## src/include/exec_consts.svh

```systemverilog
`ifndef EXEC_CONSTS_SVH
`define EXEC_CONSTS_SVH

// Datapath width of operands and results
`define DATA_WIDTH 32

// Operation code widths
`define ALUCONTROL_WIDTH 5
`define MAC_OP_WIDTH 3

// Number of status flag bits
`define ALU_FLAGS_WIDTH 5

// Signed 32-bit limits used by QADD and QSUB
`define SAT_MAX 32'h7FFF_FFFF
`define SAT_MIN 32'h8000_0000

// Shift-add multiplier runs one iteration per operand bit
`define MAC_ITERATIONS 32

`endif

```

## src/hdl/exec_pkg.sv

```systemverilog
`default_nettype none

`include "exec_consts.svh"

package exec_pkg;

  // ALU control encodings with codes 8 to 13 and 31 reserved
  typedef enum logic [`ALUCONTROL_WIDTH-1:0] {
    ALU_ADD    = 5'd0,
    ALU_ADC    = 5'd1,
    ALU_QADD   = 5'd2,
    ALU_SUB    = 5'd3,
    ALU_SBC    = 5'd4,
    ALU_RSB    = 5'd5,
    ALU_QSUB   = 5'd6,
    ALU_MUL    = 5'd7,
    ALU_UDIV   = 5'd14,
    ALU_SDIV   = 5'd15,
    ALU_AND    = 5'd16,
    ALU_BIC    = 5'd17,
    ALU_ORR    = 5'd18,
    ALU_ORN    = 5'd19,
    ALU_EOR    = 5'd20,
    ALU_CMN    = 5'd21,
    ALU_TST    = 5'd22,
    ALU_TEQ    = 5'd23,
    ALU_CMP    = 5'd24,
    ALU_MOV    = 5'd25,
    ALU_RSHIFT = 5'd26,
    ALU_ASHIFT = 5'd27,
    ALU_LSHIFT = 5'd28,
    ALU_ROR    = 5'd29,
    ALU_RRX    = 5'd30
  } aluOp_t;

  // Multiply-accumulate operations
  typedef enum logic [`MAC_OP_WIDTH-1:0] {
    MAC_MLA,
    MAC_MLS,
    MAC_UMULL,
    MAC_UMLAL,
    MAC_SMULL,
    MAC_SMLAL
  } macOp_t;

  // Flag bits from saturated down to overflow
  typedef struct packed {
    logic saturated;
    logic neg;
    logic zero;
    logic carry;
    logic overflow;
  } aluFlags_t;

  typedef struct packed {
    logic                   useMac;
    aluOp_t                 aluOp;
    macOp_t                 macOp;
    logic                   setFlags;
    logic [`DATA_WIDTH-1:0] a;
    logic [`DATA_WIDTH-1:0] b;
    logic [`DATA_WIDTH-1:0] accLo;
    logic [`DATA_WIDTH-1:0] accHi;
  } execReq_t;

  typedef struct packed {
    logic [`DATA_WIDTH-1:0] resultLo;
    logic [`DATA_WIDTH-1:0] resultHi;
    aluFlags_t              flags;
  } execResp_t;

endpackage

`default_nettype wire

```

## src/hdl/mac.sv

```systemverilog
`timescale 1ns/1ps
`default_nettype none

`include "exec_consts.svh"

module mac
  import exec_pkg::*;
(
  input  logic                   clk,
  input  logic                   reset,
  input  logic                   macReq,
  input  macOp_t                 macOp,
  input  logic [`DATA_WIDTH-1:0] a,
  input  logic [`DATA_WIDTH-1:0] b,
  input  logic [`DATA_WIDTH-1:0] accLo,
  input  logic [`DATA_WIDTH-1:0] accHi,
  output logic                   macAck,
  output logic [`DATA_WIDTH-1:0] productLo,
  output logic [`DATA_WIDTH-1:0] productHi
);

  typedef enum logic [1:0] {MAC_IDLE, MAC_MULT, MAC_ACCUM, MAC_DONE} macState_t;

  macState_t                state;
  logic [4:0]               bitCount;
  logic [2*`DATA_WIDTH-1:0] mcand;
  logic [`DATA_WIDTH-1:0]   mplier;
  logic [2*`DATA_WIDTH-1:0] prodAcc;
  logic                     negate;

  logic                     signedForm;
  logic [`DATA_WIDTH-1:0]   magA;
  logic [`DATA_WIDTH-1:0]   magB;
  logic [2*`DATA_WIDTH-1:0] signedProd;
  logic [2*`DATA_WIDTH-1:0] accWide;

  // Only the long signed forms need magnitudes
  assign signedForm = (macOp == MAC_SMULL) || (macOp == MAC_SMLAL);
  assign magA = (signedForm && a[`DATA_WIDTH-1]) ? -a : a;
  assign magB = (signedForm && b[`DATA_WIDTH-1]) ? -b : b;

  assign signedProd = negate ? -prodAcc : prodAcc;

  always_comb begin
    case (macOp)
      MAC_MLA: accWide = {{`DATA_WIDTH{1'b0}}, signedProd[`DATA_WIDTH-1:0] + accLo};
      MAC_MLS: accWide = {{`DATA_WIDTH{1'b0}}, accLo - signedProd[`DATA_WIDTH-1:0]};
      MAC_UMLAL, MAC_SMLAL: accWide = signedProd + {accHi, accLo};
      default: accWide = signedProd;
    endcase
  end

  always_ff @(posedge clk) begin
    if (reset) begin
      state    <= MAC_IDLE;
      bitCount <= '0;
    end else begin
      case (state)
        MAC_IDLE: begin
          bitCount <= '0;
          if (macReq) begin
            state <= MAC_MULT;
          end
        end
        MAC_MULT: begin
          bitCount <= bitCount + 5'd1;
          if (bitCount == 5'(`MAC_ITERATIONS - 1)) begin
            state <= MAC_ACCUM;
          end
        end
        MAC_ACCUM: state <= MAC_DONE;
        // Hold ack until the requester drops macReq
        MAC_DONE: begin
          if (!macReq) begin
            state <= MAC_IDLE;
          end
        end
        default: state <= MAC_IDLE;
      endcase
    end
  end

  // Shift-add datapath
  always_ff @(posedge clk) begin
    case (state)
      MAC_IDLE: begin
        if (macReq) begin
          mcand   <= {{`DATA_WIDTH{1'b0}}, magA};
          mplier  <= magB;
          prodAcc <= '0;
          negate  <= signedForm && (a[`DATA_WIDTH-1] ^ b[`DATA_WIDTH-1]);
        end
      end
      MAC_MULT: begin
        if (mplier[0]) begin
          prodAcc <= prodAcc + mcand;
        end
        mcand  <= mcand << 1;
        mplier <= mplier >> 1;
      end
      MAC_ACCUM: begin
        productLo <= accWide[`DATA_WIDTH-1:0];
        productHi <= accWide[2*`DATA_WIDTH-1:`DATA_WIDTH];
      end
      default: ;
    endcase
  end

  assign macAck = (state == MAC_DONE);

  // Operation select must not move during a handshake
  macOpStable: assert property (@(posedge clk) disable iff (reset)
    (macReq && $past(macReq)) |-> $stable(macOp))
    else $error("macOp changed while macReq was high");

endmodule

`default_nettype wire

```

## config.mk

```make
export PLATFORM = sky130hd
export DESIGN_NAME = mac
export DESIGN_NICKNAME = d
export VERILOG_FILES = /design/src/hdl/exec_pkg.sv /design/src/hdl/mac.sv
export VERILOG_INCLUDE_DIRS = /design/src /design/src/include
export SDC_FILE = /design/constraint.sdc
export NUM_CORES = 1
export LEC_CHECK = 0
export BUFFER_PORTS_ARGS = -buffer_cell sky130_fd_sc_hd__clkbuf_2
export CAP_MARGIN = 30
export CORE_ASPECT_RATIO = 0.75
export CORE_UTILIZATION = 45
export CTS_CLUSTER_DIAMETER = 200
export DETAILED_ROUTE_END_ITERATION = 7
export PLACE_DENSITY = 0.64
export SYNTH_ARGS = -nofsm -noshare
export SYNTH_HDL_FRONTEND = slang
export SYNTH_SLANG_ARGS = --single-unit
export TNS_END_PERCENT = 50
```

## constraint.sdc

```tcl
create_clock -name clk -period 17.6 [get_ports clk]
set_input_delay 3.52 -clock clk [delete_from_list [all_inputs] [get_ports clk]]
set_output_delay 3.52 -clock clk [all_outputs]
set_load 0.01 [all_outputs]
```

==> flow_results.xml <==
<?xml version="1.0" encoding="UTF-8"?>
<metrics>
  <group name="status">
    <metric name="run_status" unit="">complete, no violations</metric>
  </group>
  <group name="timing">
    <metric name="slew-limit-headroom" unit="%">32.0</metric>
    <metric name="timing.clock.skew" unit="ns">0.0125</metric>
    <metric name="hold-worst-slack" unit="ns">0.528</metric>
    <metric name="max_clock_freq" unit="MHz">140</metric>
    <metric name="finalHoldViolCount" unit="">0</metric>
    <metric name="worst_pin_slew" unit="ns">1.02</metric>
    <metric name="setup_viol_count_final" unit="">0</metric>
    <metric name="rsz0062_at_grt" unit="">no</metric>
    <metric name="report.final.slew_viol_count" unit="">0</metric>
    <metric name="min_period" unit="ns">7.13</metric>
    <metric name="totalNegativeSetupSlack" unit="ns">0</metric>
    <metric name="share_of_the_clock_period_used_by_the_worst_path_after_layout" unit="%">40.5</metric>
  </group>
  <group name="route">
    <metric name="detail_route.wl_per_cell" unit="µm">20.1</metric>
    <metric name="finalWirelength" unit="µm">65000</metric>
    <metric name="antenna_violation_net_count_after_detailed_routing" unit="">0</metric>
    <metric name="drt_pre_antenna_iters" unit="">5</metric>
    <metric name="drt-initial-drc-count" unit="">1633</metric>
    <metric name="route.vias.total" unit="">19340</metric>
    <metric name="per_cell_via_count_in_the_routed_design" unit="">5.97</metric>
    <metric name="remaining_drc_errors" unit="">0</metric>
  </group>
  <group name="clock_network">
    <metric name="path_clk_slew" unit="ns">0.06</metric>
    <metric name="maximum_root_to_sink_buffer_count" unit="">3</metric>
    <metric name="clk_root_buffer_cell" unit="">sky130_fd_sc_hd__clkbuf_16</metric>
    <metric name="cts.sinks" unit="">232</metric>
    <metric name="h-tree-depth" unit="">1</metric>
    <metric name="inserted_clock_buffers" unit="">28</metric>
    <metric name="hold_buffers" unit="">0</metric>
    <metric name="post_cts_buffers" unit="">0</metric>
    <metric name="clkLatencyLatePin" unit="ns">0.57</metric>
    <metric name="cts_tree" unit="">done</metric>
    <metric name="quantity_of_gates_resized_following_cts" unit="">0</metric>
  </group>
  <group name="logic_synthesis">
    <metric name="yosysTopAreaCell" unit="">sky130_fd_sc_hd__edfxtp_1</metric>
    <metric name="synthesis.area_per_instance" unit="µm²">8.66</metric>
    <metric name="ys_async_sr_fraction" unit="%">0</metric>
    <metric name="synthDominantCellAreaShare" unit="%">31.8</metric>
    <metric name="mappedNetlistNets" unit="">2758</metric>
    <metric name="yosys.cell_count.top_type" unit="">sky130_fd_sc_hd__nand2_1</metric>
    <metric name="synth_sequential_area_ratio" unit="%">32.5</metric>
    <metric name="yosys-top-cells-area" unit="">sky130_fd_sc_hd__edfxtp_1, sky130_fd_sc_hd__ha_1, sky130_fd_sc_hd__xnor2_1, sky130_fd_sc_hd__o21ai_0, sky130_fd_sc_hd__xor2_1</metric>
    <metric name="synth_top_flop_cell" unit="">sky130_fd_sc_hd__edfxtp_1</metric>
    <metric name="synth_edf_count" unit="">225</metric>
    <metric name="netlist-cell-type-count" unit="">79</metric>
    <metric name="netlist_top_cells_count" unit="">sky130_fd_sc_hd__nand2_1, sky130_fd_sc_hd__edfxtp_1, sky130_fd_sc_hd__o21ai_0, sky130_fd_sc_hd__a21oi_1, sky130_fd_sc_hd__nor2_1</metric>
    <metric name="number_of_synthesis_warnings" unit="">0</metric>
    <metric name="postSynthCellCount" unit="">2453</metric>
    <metric name="yosys_register_bits" unit="">232</metric>
    <metric name="synth.cell_area" unit="µm²">21300</metric>
  </group>
  <group name="floorplanning">
    <metric name="rows" unit="">68</metric>
    <metric name="core_area" unit="µm²">46300</metric>
    <metric name="die_height" unit="µm">190</metric>
    <metric name="floorplan.initialDensity" unit="%">45.9</metric>
    <metric name="dieArea" unit="µm²">48100</metric>
    <metric name="die_width" unit="µm">253</metric>
    <metric name="ioPinCount" unit="">199</metric>
  </group>
  <group name="layout">
    <metric name="layout-area-overhead-vs-synth" unit="%">11.4</metric>
    <metric name="area_taken_by_flip_flops_and_latches" unit="µm²">6900</metric>
    <metric name="multiInputGateArea" unit="µm²">13600</metric>
    <metric name="drive_gt1_share" unit="%">11.2</metric>
    <metric name="design.final.nets" unit="">2894</metric>
    <metric name="antenna-diode-count" unit="">0</metric>
    <metric name="final.fill_count" unit="">4402</metric>
  </group>
  <group name="setup_path">
    <metric name="worst_r2r_path_depth" unit="">18</metric>
    <metric name="crit_required" unit="ns">17.90</metric>
    <metric name="crit_path_start_kind" unit="">primary input</metric>
    <metric name="critical_path_peak_fanout" unit="">21</metric>
    <metric name="worstPathArrival" unit="ns">7.43</metric>
    <metric name="worstSetupPathType" unit="">primary input to flop</metric>
    <metric name="endpoint_kind" unit="">flop</metric>
  </group>
  <group name="global_routing">
    <metric name="grt_first_pass_wirelength" unit="µm">102000</metric>
    <metric name="groute.usage.overall" unit="%">26.7</metric>
    <metric name="via_count_of_the_first_global_routing_pass" unit="">18143</metric>
    <metric name="overflow" unit="">0</metric>
    <metric name="grt_max_degree" unit="">101</metric>
    <metric name="grt_antenna_before_repair" unit="">1</metric>
  </group>
  <group name="placed_design">
    <metric name="hpwlAfterDp" unit="µm">50500</metric>
    <metric name="routabilityCongestion" unit="">0.963</metric>
    <metric name="port-buffer-count" unit="">198</metric>
  </group>
  <group name="flow_run">
    <metric name="max_cap_violations" unit="">0</metric>
  </group>
  <group name="worst_hold_path">
    <metric name="hold_depth" unit="">2</metric>
    <metric name="hold_crit_path_type" unit="">flop to flop</metric>
  </group>
</metrics>
==> critical path, cell delays in order <==
cell and delay, ns:
sky130_fd_sc_hd__clkbuf_2 0.10, sky130_fd_sc_hd__nor2_1 0.10, sky130_fd_sc_hd__buf_4 0.26, sky130_fd_sc_hd__and2_1 0.16, sky130_fd_sc_hd__buf_4 0.27, sky130_fd_sc_hd__nor2_1 0.09, sky130_fd_sc_hd__xnor2_1 0.13, sky130_fd_sc_hd__ha_1 0.32
sky130_fd_sc_hd__nor2b_1 0.17, sky130_fd_sc_hd__o21a_1 0.18, sky130_fd_sc_hd__o21ai_0 0.43, sky130_fd_sc_hd__a211oi_1 0.15, sky130_fd_sc_hd__nand3b_1 0.27, sky130_fd_sc_hd__a21oi_1 0.56, sky130_fd_sc_hd__nor3_1 0.14, sky130_fd_sc_hd__o21ai_0 0.26
sky130_fd_sc_hd__mux2i_1 0.21, sky130_fd_sc_hd__o21ai_0 0.09
==> sequential cells by signal (all words and copies together) (netlist names) <==
signal	flops
mcand	64
prodAcc	64
mplier	32
productHi	32
productLo	32
bitCount	5
state	2
negate	1
==> path summary, 6_finish.rpt <==
| check | startpoint | end | slack, ns |
|---|---|---|---|
| setup / recovery | macOp[1] | productLo[30] | 10.47 |
| hold / removal | mplier[22] | mplier[21] | 0.53 |
| setup reg to reg | prodAcc[0] | productHi[30] | 10.69 |
| hold reg to reg | mplier[22] | mplier[21] | 0.53 |
==> per-stage QoR <==
| stage | instances | setup slack [ns] | area (µm²) | util, % |
|---|---|---|---|---|
| after floorplan | 2453 | 9.37 | 21300 | - |
| after CTS | 3237 | 10.62 | 23600 | 51.1 |
| after global placement | 3187 | 10.12 | 22800 | 49.2 |
| after global routing | 3239 | 10.26 | 23700 | 51.2 |
| final | 3239 | 10.47 | 23700 | 51.2 |
| after detailed placement | 3187 | 10.04 | 22800 | 49.2 |
==> layer usage <==
layer | part of all wire [%] | wire [µm] | vias up | track usage [%]
met5 | 0.020 | 13 | - | 0
met4 | 2.1 | 1380 | 2 | 5.64
met3 | 6.2 | 4020 | 86 | 3.09
met2 | 43 | 27700 | 634 | 41.1
met1 | 49 | 31900 | 9257 | 39.9
li1 | - | - | 9361 | -
==> area by class of cell <==
cell class              count  area share, %
inverters                  89           1.41
multi-input cells        2023           57.6
flip-flops and latches    232           29.1
repair buffers            215           4.86
well taps                 630           3.33
clock inverters            17          0.629
clock buffers              33           3.04
==> cell families (layout without fill, tap and decap cells) <==
kind of cell | Yosys count | count (layout) | synth area share [%]
and+or+nand+nor | 763 | 763 | 17.6
muxes | 16 | 16 | 0.789
xor gates and xnor gates | 283 | 283 | 11.7
buffers and inverters | 198 | 354 | 3.56
DFF | 232 | 232 | 32.5
AOI/OAI and AO/OA | 790 | 790 | 23.8
adders and majority gates | 171 | 171 | 10.2
==> placed cells by master (no fill, tap or decap), types with 10 or more instances in the layout <==
master and n:
sky130_fd_sc_hd__a211oi_1 18, sky130_fd_sc_hd__a21boi_0 14, sky130_fd_sc_hd__a21o_1 92, sky130_fd_sc_hd__a21oi_1 186
sky130_fd_sc_hd__a22oi_1 16, sky130_fd_sc_hd__a31oi_1 31, sky130_fd_sc_hd__and2_1 56, sky130_fd_sc_hd__and3_1 20
sky130_fd_sc_hd__buf_4 15, sky130_fd_sc_hd__clkbuf_16 28, sky130_fd_sc_hd__clkbuf_2 198, sky130_fd_sc_hd__edfxtp_1 225
sky130_fd_sc_hd__ha_1 166, sky130_fd_sc_hd__inv_1 88, sky130_fd_sc_hd__mux2i_1 10, sky130_fd_sc_hd__nand2_1 239
sky130_fd_sc_hd__nand2b_1 22, sky130_fd_sc_hd__nand3_1 43, sky130_fd_sc_hd__nand4_1 39, sky130_fd_sc_hd__nor2_1 172
sky130_fd_sc_hd__nor2b_1 17, sky130_fd_sc_hd__nor3_1 56, sky130_fd_sc_hd__nor3b_1 11, sky130_fd_sc_hd__nor4_1 15
sky130_fd_sc_hd__o211ai_1 19, sky130_fd_sc_hd__o21a_1 18, sky130_fd_sc_hd__o21ai_0 216, sky130_fd_sc_hd__o21bai_1 33
sky130_fd_sc_hd__o221ai_1 17, sky130_fd_sc_hd__o31ai_1 42, sky130_fd_sc_hd__o41ai_1 20, sky130_fd_sc_hd__or3_1 26
sky130_fd_sc_hd__xnor2_1 171, sky130_fd_sc_hd__xor2_1 111
Power is left out: the tool's default activity adds up to more than one toggle a clock period on the data nets, which glitch-free logic cannot reach.
