==> config.mk <==
export PLATFORM = sky130hd
export DESIGN_NAME = execSequencer
export DESIGN_NICKNAME = d
export VERILOG_FILES = /design/src/hdl/exec_pkg.sv /design/src/hdl/execSequencer.sv
export VERILOG_INCLUDE_DIRS = /design/src /design/src/include
export SDC_FILE = /design/constraint.sdc
export NUM_CORES = 1
export LEC_CHECK = 0
export CORE_AREA = 5 5 199 201
export CTS_CLUSTER_DIAMETER = 200
export DETAILED_ROUTE_END_ITERATION = 7
export DIE_AREA = 0 0 204 206
export DONT_BUFFER_PORTS = 1
export PLACE_DENSITY_LB_ADDON = 0.08
export SLEW_MARGIN = 20
export SYNTH_ARGS = -nofsm -noshare
export SYNTH_HDL_FRONTEND = slang
export SYNTH_SLANG_ARGS = --single-unit
export TNS_END_PERCENT = 10
==> constraint.sdc <==
create_clock -name clk -period 10.5 [get_ports clk]
set_input_delay 1.575 -clock clk [delete_from_list [all_inputs] [get_ports clk]]
set_output_delay 1.575 -clock clk [all_outputs]
set_load 0.02 [all_outputs]
==> src/include/exec_consts.svh <==
`ifndef EXEC_CONSTS_SVH
`define EXEC_CONSTS_SVH

// Datapath width of operands and results
`define DATA_WIDTH 32

// Operation code widths
`define ALUCONTROL_WIDTH 5
`define MAC_OP_WIDTH 3

// Number of status flag bits
`define ALU_FLAGS_WIDTH 5

// Signed 32-bit limits used by QADD and QSUB
`define SAT_MAX 32'h7FFF_FFFF
`define SAT_MIN 32'h8000_0000

// Shift-add multiplier runs one iteration per operand bit
`define MAC_ITERATIONS 32

`endif

==> src/hdl/exec_pkg.sv <==
`default_nettype none

`include "exec_consts.svh"

package exec_pkg;

  // ALU control encodings with codes 8 to 13 and 31 reserved
  typedef enum logic [`ALUCONTROL_WIDTH-1:0] {
    ALU_ADD    = 5'd0,
    ALU_ADC    = 5'd1,
    ALU_QADD   = 5'd2,
    ALU_SUB    = 5'd3,
    ALU_SBC    = 5'd4,
    ALU_RSB    = 5'd5,
    ALU_QSUB   = 5'd6,
    ALU_MUL    = 5'd7,
    ALU_UDIV   = 5'd14,
    ALU_SDIV   = 5'd15,
    ALU_AND    = 5'd16,
    ALU_BIC    = 5'd17,
    ALU_ORR    = 5'd18,
    ALU_ORN    = 5'd19,
    ALU_EOR    = 5'd20,
    ALU_CMN    = 5'd21,
    ALU_TST    = 5'd22,
    ALU_TEQ    = 5'd23,
    ALU_CMP    = 5'd24,
    ALU_MOV    = 5'd25,
    ALU_RSHIFT = 5'd26,
    ALU_ASHIFT = 5'd27,
    ALU_LSHIFT = 5'd28,
    ALU_ROR    = 5'd29,
    ALU_RRX    = 5'd30
  } aluOp_t;

  // Multiply-accumulate operations
  typedef enum logic [`MAC_OP_WIDTH-1:0] {
    MAC_MLA,
    MAC_MLS,
    MAC_UMULL,
    MAC_UMLAL,
    MAC_SMULL,
    MAC_SMLAL
  } macOp_t;

  // Flag bits from saturated down to overflow
  typedef struct packed {
    logic saturated;
    logic neg;
    logic zero;
    logic carry;
    logic overflow;
  } aluFlags_t;

  typedef struct packed {
    logic                   useMac;
    aluOp_t                 aluOp;
    macOp_t                 macOp;
    logic                   setFlags;
    logic [`DATA_WIDTH-1:0] a;
    logic [`DATA_WIDTH-1:0] b;
    logic [`DATA_WIDTH-1:0] accLo;
    logic [`DATA_WIDTH-1:0] accHi;
  } execReq_t;

  typedef struct packed {
    logic [`DATA_WIDTH-1:0] resultLo;
    logic [`DATA_WIDTH-1:0] resultHi;
    aluFlags_t              flags;
  } execResp_t;

endpackage

`default_nettype wire

==> src/hdl/execSequencer.sv <==
`timescale 1ns/1ps
`default_nettype none

`include "exec_consts.svh"

module execSequencer
  import exec_pkg::*;
(
  input  logic                   clk,
  input  logic                   reset,
  input  logic                   req,
  input  execReq_t               request,
  output logic                   ack,
  output execResp_t              response,
  output aluFlags_t              statusFlags,
  output logic [`DATA_WIDTH-1:0] aluA,
  output logic [`DATA_WIDTH-1:0] aluB,
  output aluOp_t                 aluControl,
  output logic                   carryIn,
  input  logic [`DATA_WIDTH-1:0] aluResult,
  input  aluFlags_t              aluFlags,
  output logic                   macReq,
  input  logic                   macAck,
  output macOp_t                 macOp,
  output logic [`DATA_WIDTH-1:0] macA,
  output logic [`DATA_WIDTH-1:0] macB,
  output logic [`DATA_WIDTH-1:0] macAccLo,
  output logic [`DATA_WIDTH-1:0] macAccHi,
  input  logic [`DATA_WIDTH-1:0] productLo,
  input  logic [`DATA_WIDTH-1:0] productHi
);

  // ALU ops leave SEQ_WAIT after one cycle and MAC ops wait for macAck
  typedef enum logic [1:0] {SEQ_IDLE, SEQ_WAIT, SEQ_ACK} seqState_t;

  seqState_t state;
  execReq_t  held;
  logic      finish;
  logic      longForm;
  aluFlags_t macFlags;
  aluFlags_t resultFlags;
  aluFlags_t nextStatus;

  assign finish = (state == SEQ_WAIT) && (!held.useMac || macAck);

  // MAC results replace only N and Z, taken from the high word of 64-bit forms
  always_comb begin
    longForm      = held.macOp inside {MAC_UMULL, MAC_UMLAL, MAC_SMULL, MAC_SMLAL};
    macFlags      = statusFlags;
    macFlags.neg  = longForm ? productHi[`DATA_WIDTH-1] : productLo[`DATA_WIDTH-1];
    macFlags.zero = longForm ? (productHi == '0) : (productLo == '0);
    resultFlags   = held.useMac ? macFlags : aluFlags;
    nextStatus    = resultFlags;
    // Q is sticky
    nextStatus.saturated = resultFlags.saturated | statusFlags.saturated;
  end

  always_ff @(posedge clk) begin
    if (reset) begin
      state       <= SEQ_IDLE;
      macReq      <= 1'b0;
      statusFlags <= '0;
    end else begin
      case (state)
        SEQ_IDLE: begin
          if (req) begin
            state  <= SEQ_WAIT;
            macReq <= request.useMac;
          end
        end
        SEQ_WAIT: begin
          if (finish) begin
            state  <= SEQ_ACK;
            macReq <= 1'b0;
            if (held.setFlags) begin
              statusFlags <= nextStatus;
            end
          end
        end
        SEQ_ACK: begin
          if (!req) begin
            state <= SEQ_IDLE;
          end
        end
        default: state <= SEQ_IDLE;
      endcase
    end
  end

  always_ff @(posedge clk) begin
    if (state == SEQ_IDLE && req) begin
      held <= request;
    end
    if (finish) begin
      response.resultLo <= held.useMac ? productLo : aluResult;
      response.resultHi <= held.useMac ? productHi : '0;
      response.flags    <= resultFlags;
    end
  end

  assign ack        = (state == SEQ_ACK);
  assign aluA       = held.a;
  assign aluB       = held.b;
  assign aluControl = held.aluOp;
  assign carryIn    = statusFlags.carry;
  assign macOp      = held.macOp;
  assign macA       = held.a;
  assign macB       = held.b;
  assign macAccLo   = held.accLo;
  assign macAccHi   = held.accHi;

  ackNeedsReq: assert property (@(posedge clk) disable iff (reset)
    $rose(ack) |-> req)
    else $error("ack rose without req");

  noReservedOp: assert property (@(posedge clk) disable iff (reset)
    (state == SEQ_IDLE && req && !request.useMac) |->
      !(request.aluOp inside {[5'd8:5'd13], 5'd31}))
    else $error("reserved ALU code accepted");

  requestStable: assert property (@(posedge clk) disable iff (reset)
    (req && !ack && $past(req && !ack)) |-> $stable(request))
    else $error("request changed before ack");

endmodule

`default_nettype wire

==> impl_metrics.py, run 1 <==
metrics = {
    "status": {
        "run_status": "completed",
    },
    "pwr": {
        "power.density_nw_per_um2": 233,
        "vdd_drop_max_mv": 0.0732,
        "total_power_mw": 2.08,
        "p_leak_nw": 2.83,
    },
    "timing": {
        "rsz0062_at_grt": "false",
        "setup_viol": 0,
        "hold_viol_final": 0,
        "finalCritPeriodShare_pct": 32.6,
        "period_needed_ps": 3420,
        "slew_headroom_pct": 33.0,
        "slew_violations": 0,
        "finalSetupTns_ps": 0,
        "timing.fmax_mhz": 292,
        "fin_skew_ps": 6.73,
        "worstMarginPinSlew_ps": 1000,
    },
    "cts": {
        "clock_path_buffers": 3,
        "clk_latency_ps": 520,
        "numCtsBuffers": 25,
        "cts_tree": "done",
        "root_buffer": "clkbuf_16",
        "cts.sinks": 215,
        "clkTransAtPathRegs_ps": 60,
        "htree_levels": 1,
        "cts_setup_buffers": 0,
        "ctsResizeCount": 0,
        "hold_buffers": 0,
    },
    "critical_path": {
        "worstPathRequired_ps": 10650,
        "r2r-start": "held[137]$_DFFE_PP_",
        "worstSetupPathType": "input pin to flop",
        "cp_max_fo": 74,
        "r2r_slack_ps": 7410,
        "endpoint_kind": "flop",
        "arrival_ps": 3570,
        "r2r_end": "statusFlags[2]$_SDFFE_PP0P_",
        "reg2regPathDepth": 7,
        "start_kind": "input pin",
    },
    "min_path": {
        "worstHoldStart": "state[0]$_SDFFE_PP0P_",
        "min_path_type": "flop to flop",
        "hold_end": "state[0]$_SDFFE_PP0P_",
        "hold_path_depth": 2,
    },
    "synth": {
        "syn_avg_cell_area_um2": 16.3,
        "synth-edff-count": 207,
        "ys_warn_count": 0,
        "yosysMostFrequentCell": "edfxtp_1",
        "ys_seq_elements": 215,
        "ys_async_sr_fraction_pct": 0,
        "synth_flop_cell": "edfxtp_1",
        "syn-cell-area_um2": 8930,
        "synth_top_area_share_pct": 69.6,
        "yosysSeqAreaShare_pct": 71.4,
        "synth.area.top_cells": "edfxtp_1 (70%), buf_4 (17%), mux2_1 (4.4%)",
        "synth_common_cells": "edfxtp_1 (207), buf_4 (201), mux2_1 (35), and2_1 (32), nor4_1 (11)",
        "synth_top_cell_by_area": "edfxtp_1",
        "synth_cells": 549,
        "synth_nets": 792,
        "yosysUniqueCellTypes": 24,
    },
    "cells_and_area": {
        "syn2layout_area_growth_pct": -0.126,
        "multi_input_area_um2": 1010,
        "drive_gt1_share_pct": 13.9,
        "nets": 613,
        "regArea_um2": 6380,
        "fillerInstances": 3811,
    },
    "drt": {
        "vias": 3444,
        "firstDrtPassIters": 4,
        "antenna_left": 0,
        "wl_per_cell_um": 25.4,
        "drtIter0Drc": 145,
        "drc": 0,
        "routed_wl_um": 22900,
        "vias_per_cell": 3.82,
    },
    "die": {
        "die_area_um2": 42000,
        "core.rowCount": 71,
        "start_util_pct": 23.9,
        "core_area_um2": 37400,
        "ios": 520,
        "die_w_um": 204,
        "die_h_um": 206,
    },
    "global_routing": {
        "grt_antenna_before_repair": 7,
        "grt_pass1_wl_um": 29900,
        "gr-usage-all-layers_pct": 9.91,
        "overflow": 0,
        "grt_pass1_vias": 3839,
        "grt_max_degree": 75,
    },
    "job": {
        "maxCapViolations": 0,
    },
    "placed_design": {
        "hpwl_um": 17900,
        "port_buffers": 0,
        "gp_congestion": 0.746,
    },
}
[layout by cell type (no fill, tap or decap), drive strengths merged]
master    instances
edfxtp          207
mux2             35
and2             32
clkbuf           26
nor4             17
clkinv           13
nor2             10
dfxtp             8
nor2b             6
mux2i             5
bufinv            5
a21oi             4
nand2             4
buf               4
diode             2
nand4             2
a41oi             2
inv               2
xnor2             1
and2b             1
nor3              1
nor3b             1
o41ai             1
a22oi             1
clkinvlp          1
[where the power goes]
| part | internal [mW] | switching, mW | total [mW] |
|---|---|---|---|
| clock network | 0.556 | 0.334 | 0.891 |
| registers | 1.01 | 0.115 | 1.13 |
| logic | 0.0181 | 0.0420 | 0.0601 |
| total | 1.59 | 0.492 | 2.08 |
[worst max-delay path, cell delays in order]
cell     delay, ps
nor2b_1        210
nor2b_4        170
buf_4          760
buf_4          780
[state kept, by name (all words and copies together), names as in the netlist]
| name | cells |
|---|---|
| aluA | 32 |
| aluB | 32 |
| aluControl | 5 |
| carryIn | 1 |
| held | 2 |
| macAccHi | 32 |
| macAccLo | 32 |
| macOp | 3 |
| macReq | 1 |
| response | 69 |
| state | 2 |
| statusFlags | 4 |
[stage by stage]
step | cells | area, µm² | util (%) | worst slack [ps] | hold slack (ps)
2_1_floorplan | 549 | 8930 | - | 1710 | 461
3_3_place_gp | 854 | 8060 | 21.5 | 6530 | 541
3_5_place_dp | 854 | 8060 | 21.5 | 6480 | 542
4_1_cts | 900 | 8910 | 23.8 | 7040 | 553
5_1_grt | 901 | 8910 | 23.8 | 6910 | 598
6_report | 902 | 8920 | 23.8 | 7080 | 549
[cell families after synthesis]
logic type | synth area share [%]
AOI/OAI and AO/OA | 0.687
xor gates and xnor gates | 0.308
buffers and inverters | 17.4
DFF | 71.4
muxes | 4.98
and+or+nand+nor | 5.23
[worst max-delay path by stage]
stage,from,cells past startpoint,endpoint
2_1_floorplan,req,4,macReq$_SDFFE_PP0P_
3_3_place_gp,req,4,aluB[25]$_DFFE_PP_
3_5_place_dp,req,4,aluB[28]$_DFFE_PP_
4_1_cts,req,4,macAccHi[23]$_DFFE_PP_
5_1_grt,req,4,aluA[9]$_DFFE_PP_
6_report,req,4,aluB[28]$_DFFE_PP_
[cell type report]
type / count / share of cell area, %
clock inverter: 20 / 2.51
sequential: 215 / 71.5
timing repair buffer: 4 / 0.337
clock buffer: 26 / 7.06
tap: 511 / 7.17
multi-input combinational: 123 / 11.3
antenna: 2 / 0.0561
inverter: 1 / 0.0421
[per-layer routing]
layer	global-route usage (%)	part of all wire [%]
met4	3.54	2.5
met1	8.84	30
met5	0	0.061
met2	18.2	53
met3	6.10	15
No activity file was read; power rests on OpenSTA's default activity.
==> run 2, diff against run 1 <==
==> constraint.sdc (replaced) <==
create_clock -name clk -period 3 [get_ports clk]
set_input_delay 0.45 -clock clk [delete_from_list [all_inputs] [get_ports clk]]
set_output_delay 0.45 -clock clk [all_outputs]
set_load 0.02 [all_outputs]
==> run 2 against run 1 <==
Against the previous run:
- clock skew rose by 3.7 ps
- total power rose to 3.5 times the previous value
- final cell count rose by 15%
- worst hold slack got worse by 430 ps
- design area rose by 16%
- wire length rose by 0.92%
- utilization rose by 3.7 points
==> impl_metrics.py, run 2 (same netlist as run 1, synthesis figures left out) <==
metrics = {
    "drt": {
        "antenna_left": 0,
        "wl_per_cell_um": 22.3,
        "routed_wl_um": 23100,
        "vias_per_cell": 3.78,
        "vias": 3918,
        "drc": 0,
        "firstDrtPassIters": 5,
        "drtIter0Drc": 119,
    },
    "cells_and_area": {
        "insertedDiodeCount": 0,
        "stdcell_count": 1037,
        "syn2layout_area_growth_pct": 15.5,
        "nets": 752,
        "top_register": "response",
        "final_cell_mix": "edfxtp_1 (207), dlygate4sd3_1 (139), mux2_1 (35), and2_1 (32), clkbuf_16 (25)",
        "fillerInstances": 3749,
        "drive_gt1_share_pct": 9.89,
        "regArea_um2": 6380,
        "largest_reg_flops": 69,
        "layout_commonest_cell": "edfxtp_1",
        "multi_input_area_um2": 1020,
    },
    "critical_path": {
        "r2r_end": "statusFlags[0]$_SDFFE_PP0P_",
        "critPathSlowestCell": "nor2b_1",
        "worstSetupPathType": "flop to primary output",
        "crit_family": "simple AND/OR/NAND/NOR gates",
        "r2r_slack_ps": 1280,
        "start_kind": "flop",
        "cp_max_fo": 5,
        "cp_num_buf_inv": 0,
        "crit_chain": "nor2b_1",
        "worstPathRequired_ps": 2550,
        "reg2regPathDepth": 4,
        "endpoint_kind": "primary output",
        "cpPeakStageDelay_ps": 650,
        "arrival_ps": 1610,
        "r2r-start": "held[137]$_DFFE_PP_",
    },
    "min_path": {
        "hold_path_depth": 2,
        "hold_end": "macReq$_SDFFE_PP0P_",
        "min_path_type": "input pin to flop",
        "worstHoldStart": "request[137]",
    },
    "die": {
        "die_w_um": 204,
        "core_area_um2": 37400,
        "start_util_pct": 23.9,
        "die_area_um2": 42000,
        "core.rowCount": 71,
        "die_h_um": 206,
        "ios": 520,
    },
    "job": {
        "maxCapViolations": 0,
    },
    "cts": {
        "cts_setup_buffers": 0,
        "clk_latency_ps": 520,
        "cts.sinks": 215,
        "htree_levels": 1,
        "cts_tree": "done",
        "clock_path_buffers": 3,
        "root_buffer": "clkbuf_16",
        "numCtsBuffers": 25,
        "clkTransAtPathRegs_ps": 60,
        "ctsResizeCount": 0,
    },
    "placed_design": {
        "placed_cells_incl_taps": 854,
        "hpwl_um": 17100,
        "pre_cts_slack_ps": 907,
        "gp_congestion": 0.764,
        "port_buffers": 0,
    },
    "global_routing": {
        "grt_pass1_wl_um": 30800,
        "grt_max_degree": 76,
        "grt_antenna_before_repair": 1,
        "gr-usage-all-layers_pct": 9.94,
        "overflow": 0,
        "grt_pass1_vias": 4414,
    },
    "timing": {
        "hold_viol_final": 0,
        "fin_ws_ps": 944,
        "slew_headroom_pct": 46.5,
        "timing.fmax_mhz": 486,
        "finalCritPeriodShare_pct": 68.5,
        "fin_skew_ps": 10.4,
        "setup_viol": 0,
        "slew_violations": 0,
        "worstMarginPinSlew_ps": 802,
        "period_needed_ps": 2060,
        "rsz0062_at_grt": "false",
    },
    "pwr": {
        "vdd_drop_max_mv": 0.298,
        "power.density_nw_per_um2": 714,
        "p_leak_nw": 3.41,
    },
    "status": {
        "run_status": "completed",
    },
}
-- run 2: layer usage --
layer  GRT usage (%)  vias up  part of all wire [%]
met3            5.18       35                    13
met2            18.3      327                    53
met1            9.55     1865                    32
met5               0        -                 0.086
met4            3.25        2                   2.3
li1                -     1689                     -
-- run 2: layout make-up --
class                   instances  area share, %
repair buffers                143           14.1
flip-flops and latches        215           61.8
well taps                     511           6.20
clock inverters                17           1.82
inverters                       1         0.0364
multi-input cells             123           9.85
clock buffers                  27           6.14
-- run 2: what timing repair did --
item / CTS / global route
hold buffers: 139 / 0
setup endpoints to repair: 0 / 0
hold endpoints to repair: 146 / 0
-- run 2: worst max-delay path by stage --
| stage | startpoint | end | cells after the start |
|---|---|---|---|
| 6_report | state[1]$_SDFFE_PP0P_ | ack | 1 |
| 5_1_grt | state[1]$_SDFFE_PP0P_ | ack | 1 |
| 4_1_cts | state[1]$_SDFFE_PP0P_ | ack | 1 |
| 3_5_place_dp | productLo[24] | statusFlags[2]$_SDFFE_PP0P_ | 5 |
| 3_3_place_gp | productLo[24] | statusFlags[2]$_SDFFE_PP0P_ | 5 |
| 2_1_floorplan | req | macReq$_SDFFE_PP0P_ | 4 |
-- run 2: through the flow --
stage / TNS (ps) / instance area [µm²] / hold slack (ps) / power, mW / utilization (%)
after floorplan: -18620 / 8940 / 514 / 4.36 / -
after global placement: 0 / 8100 / 526 / 4.26 / 21.7
after detailed placement: 0 / 8100 / 528 / 4.26 / 21.7
after CTS: 0 / 10300 / 81.9 / 7.50 / 27.6
after global routing: 0 / 10300 / 108 / 7.66 / 27.6
final: 0 / 10300 / 115 / 7.36 / 27.6
-- run 2: where the power goes --
part	switching (mW)	internal, mW
Clock	1.17	1.86
Combinational	0.185	0.194
Sequential	0.406	3.54
Total	1.77	5.60
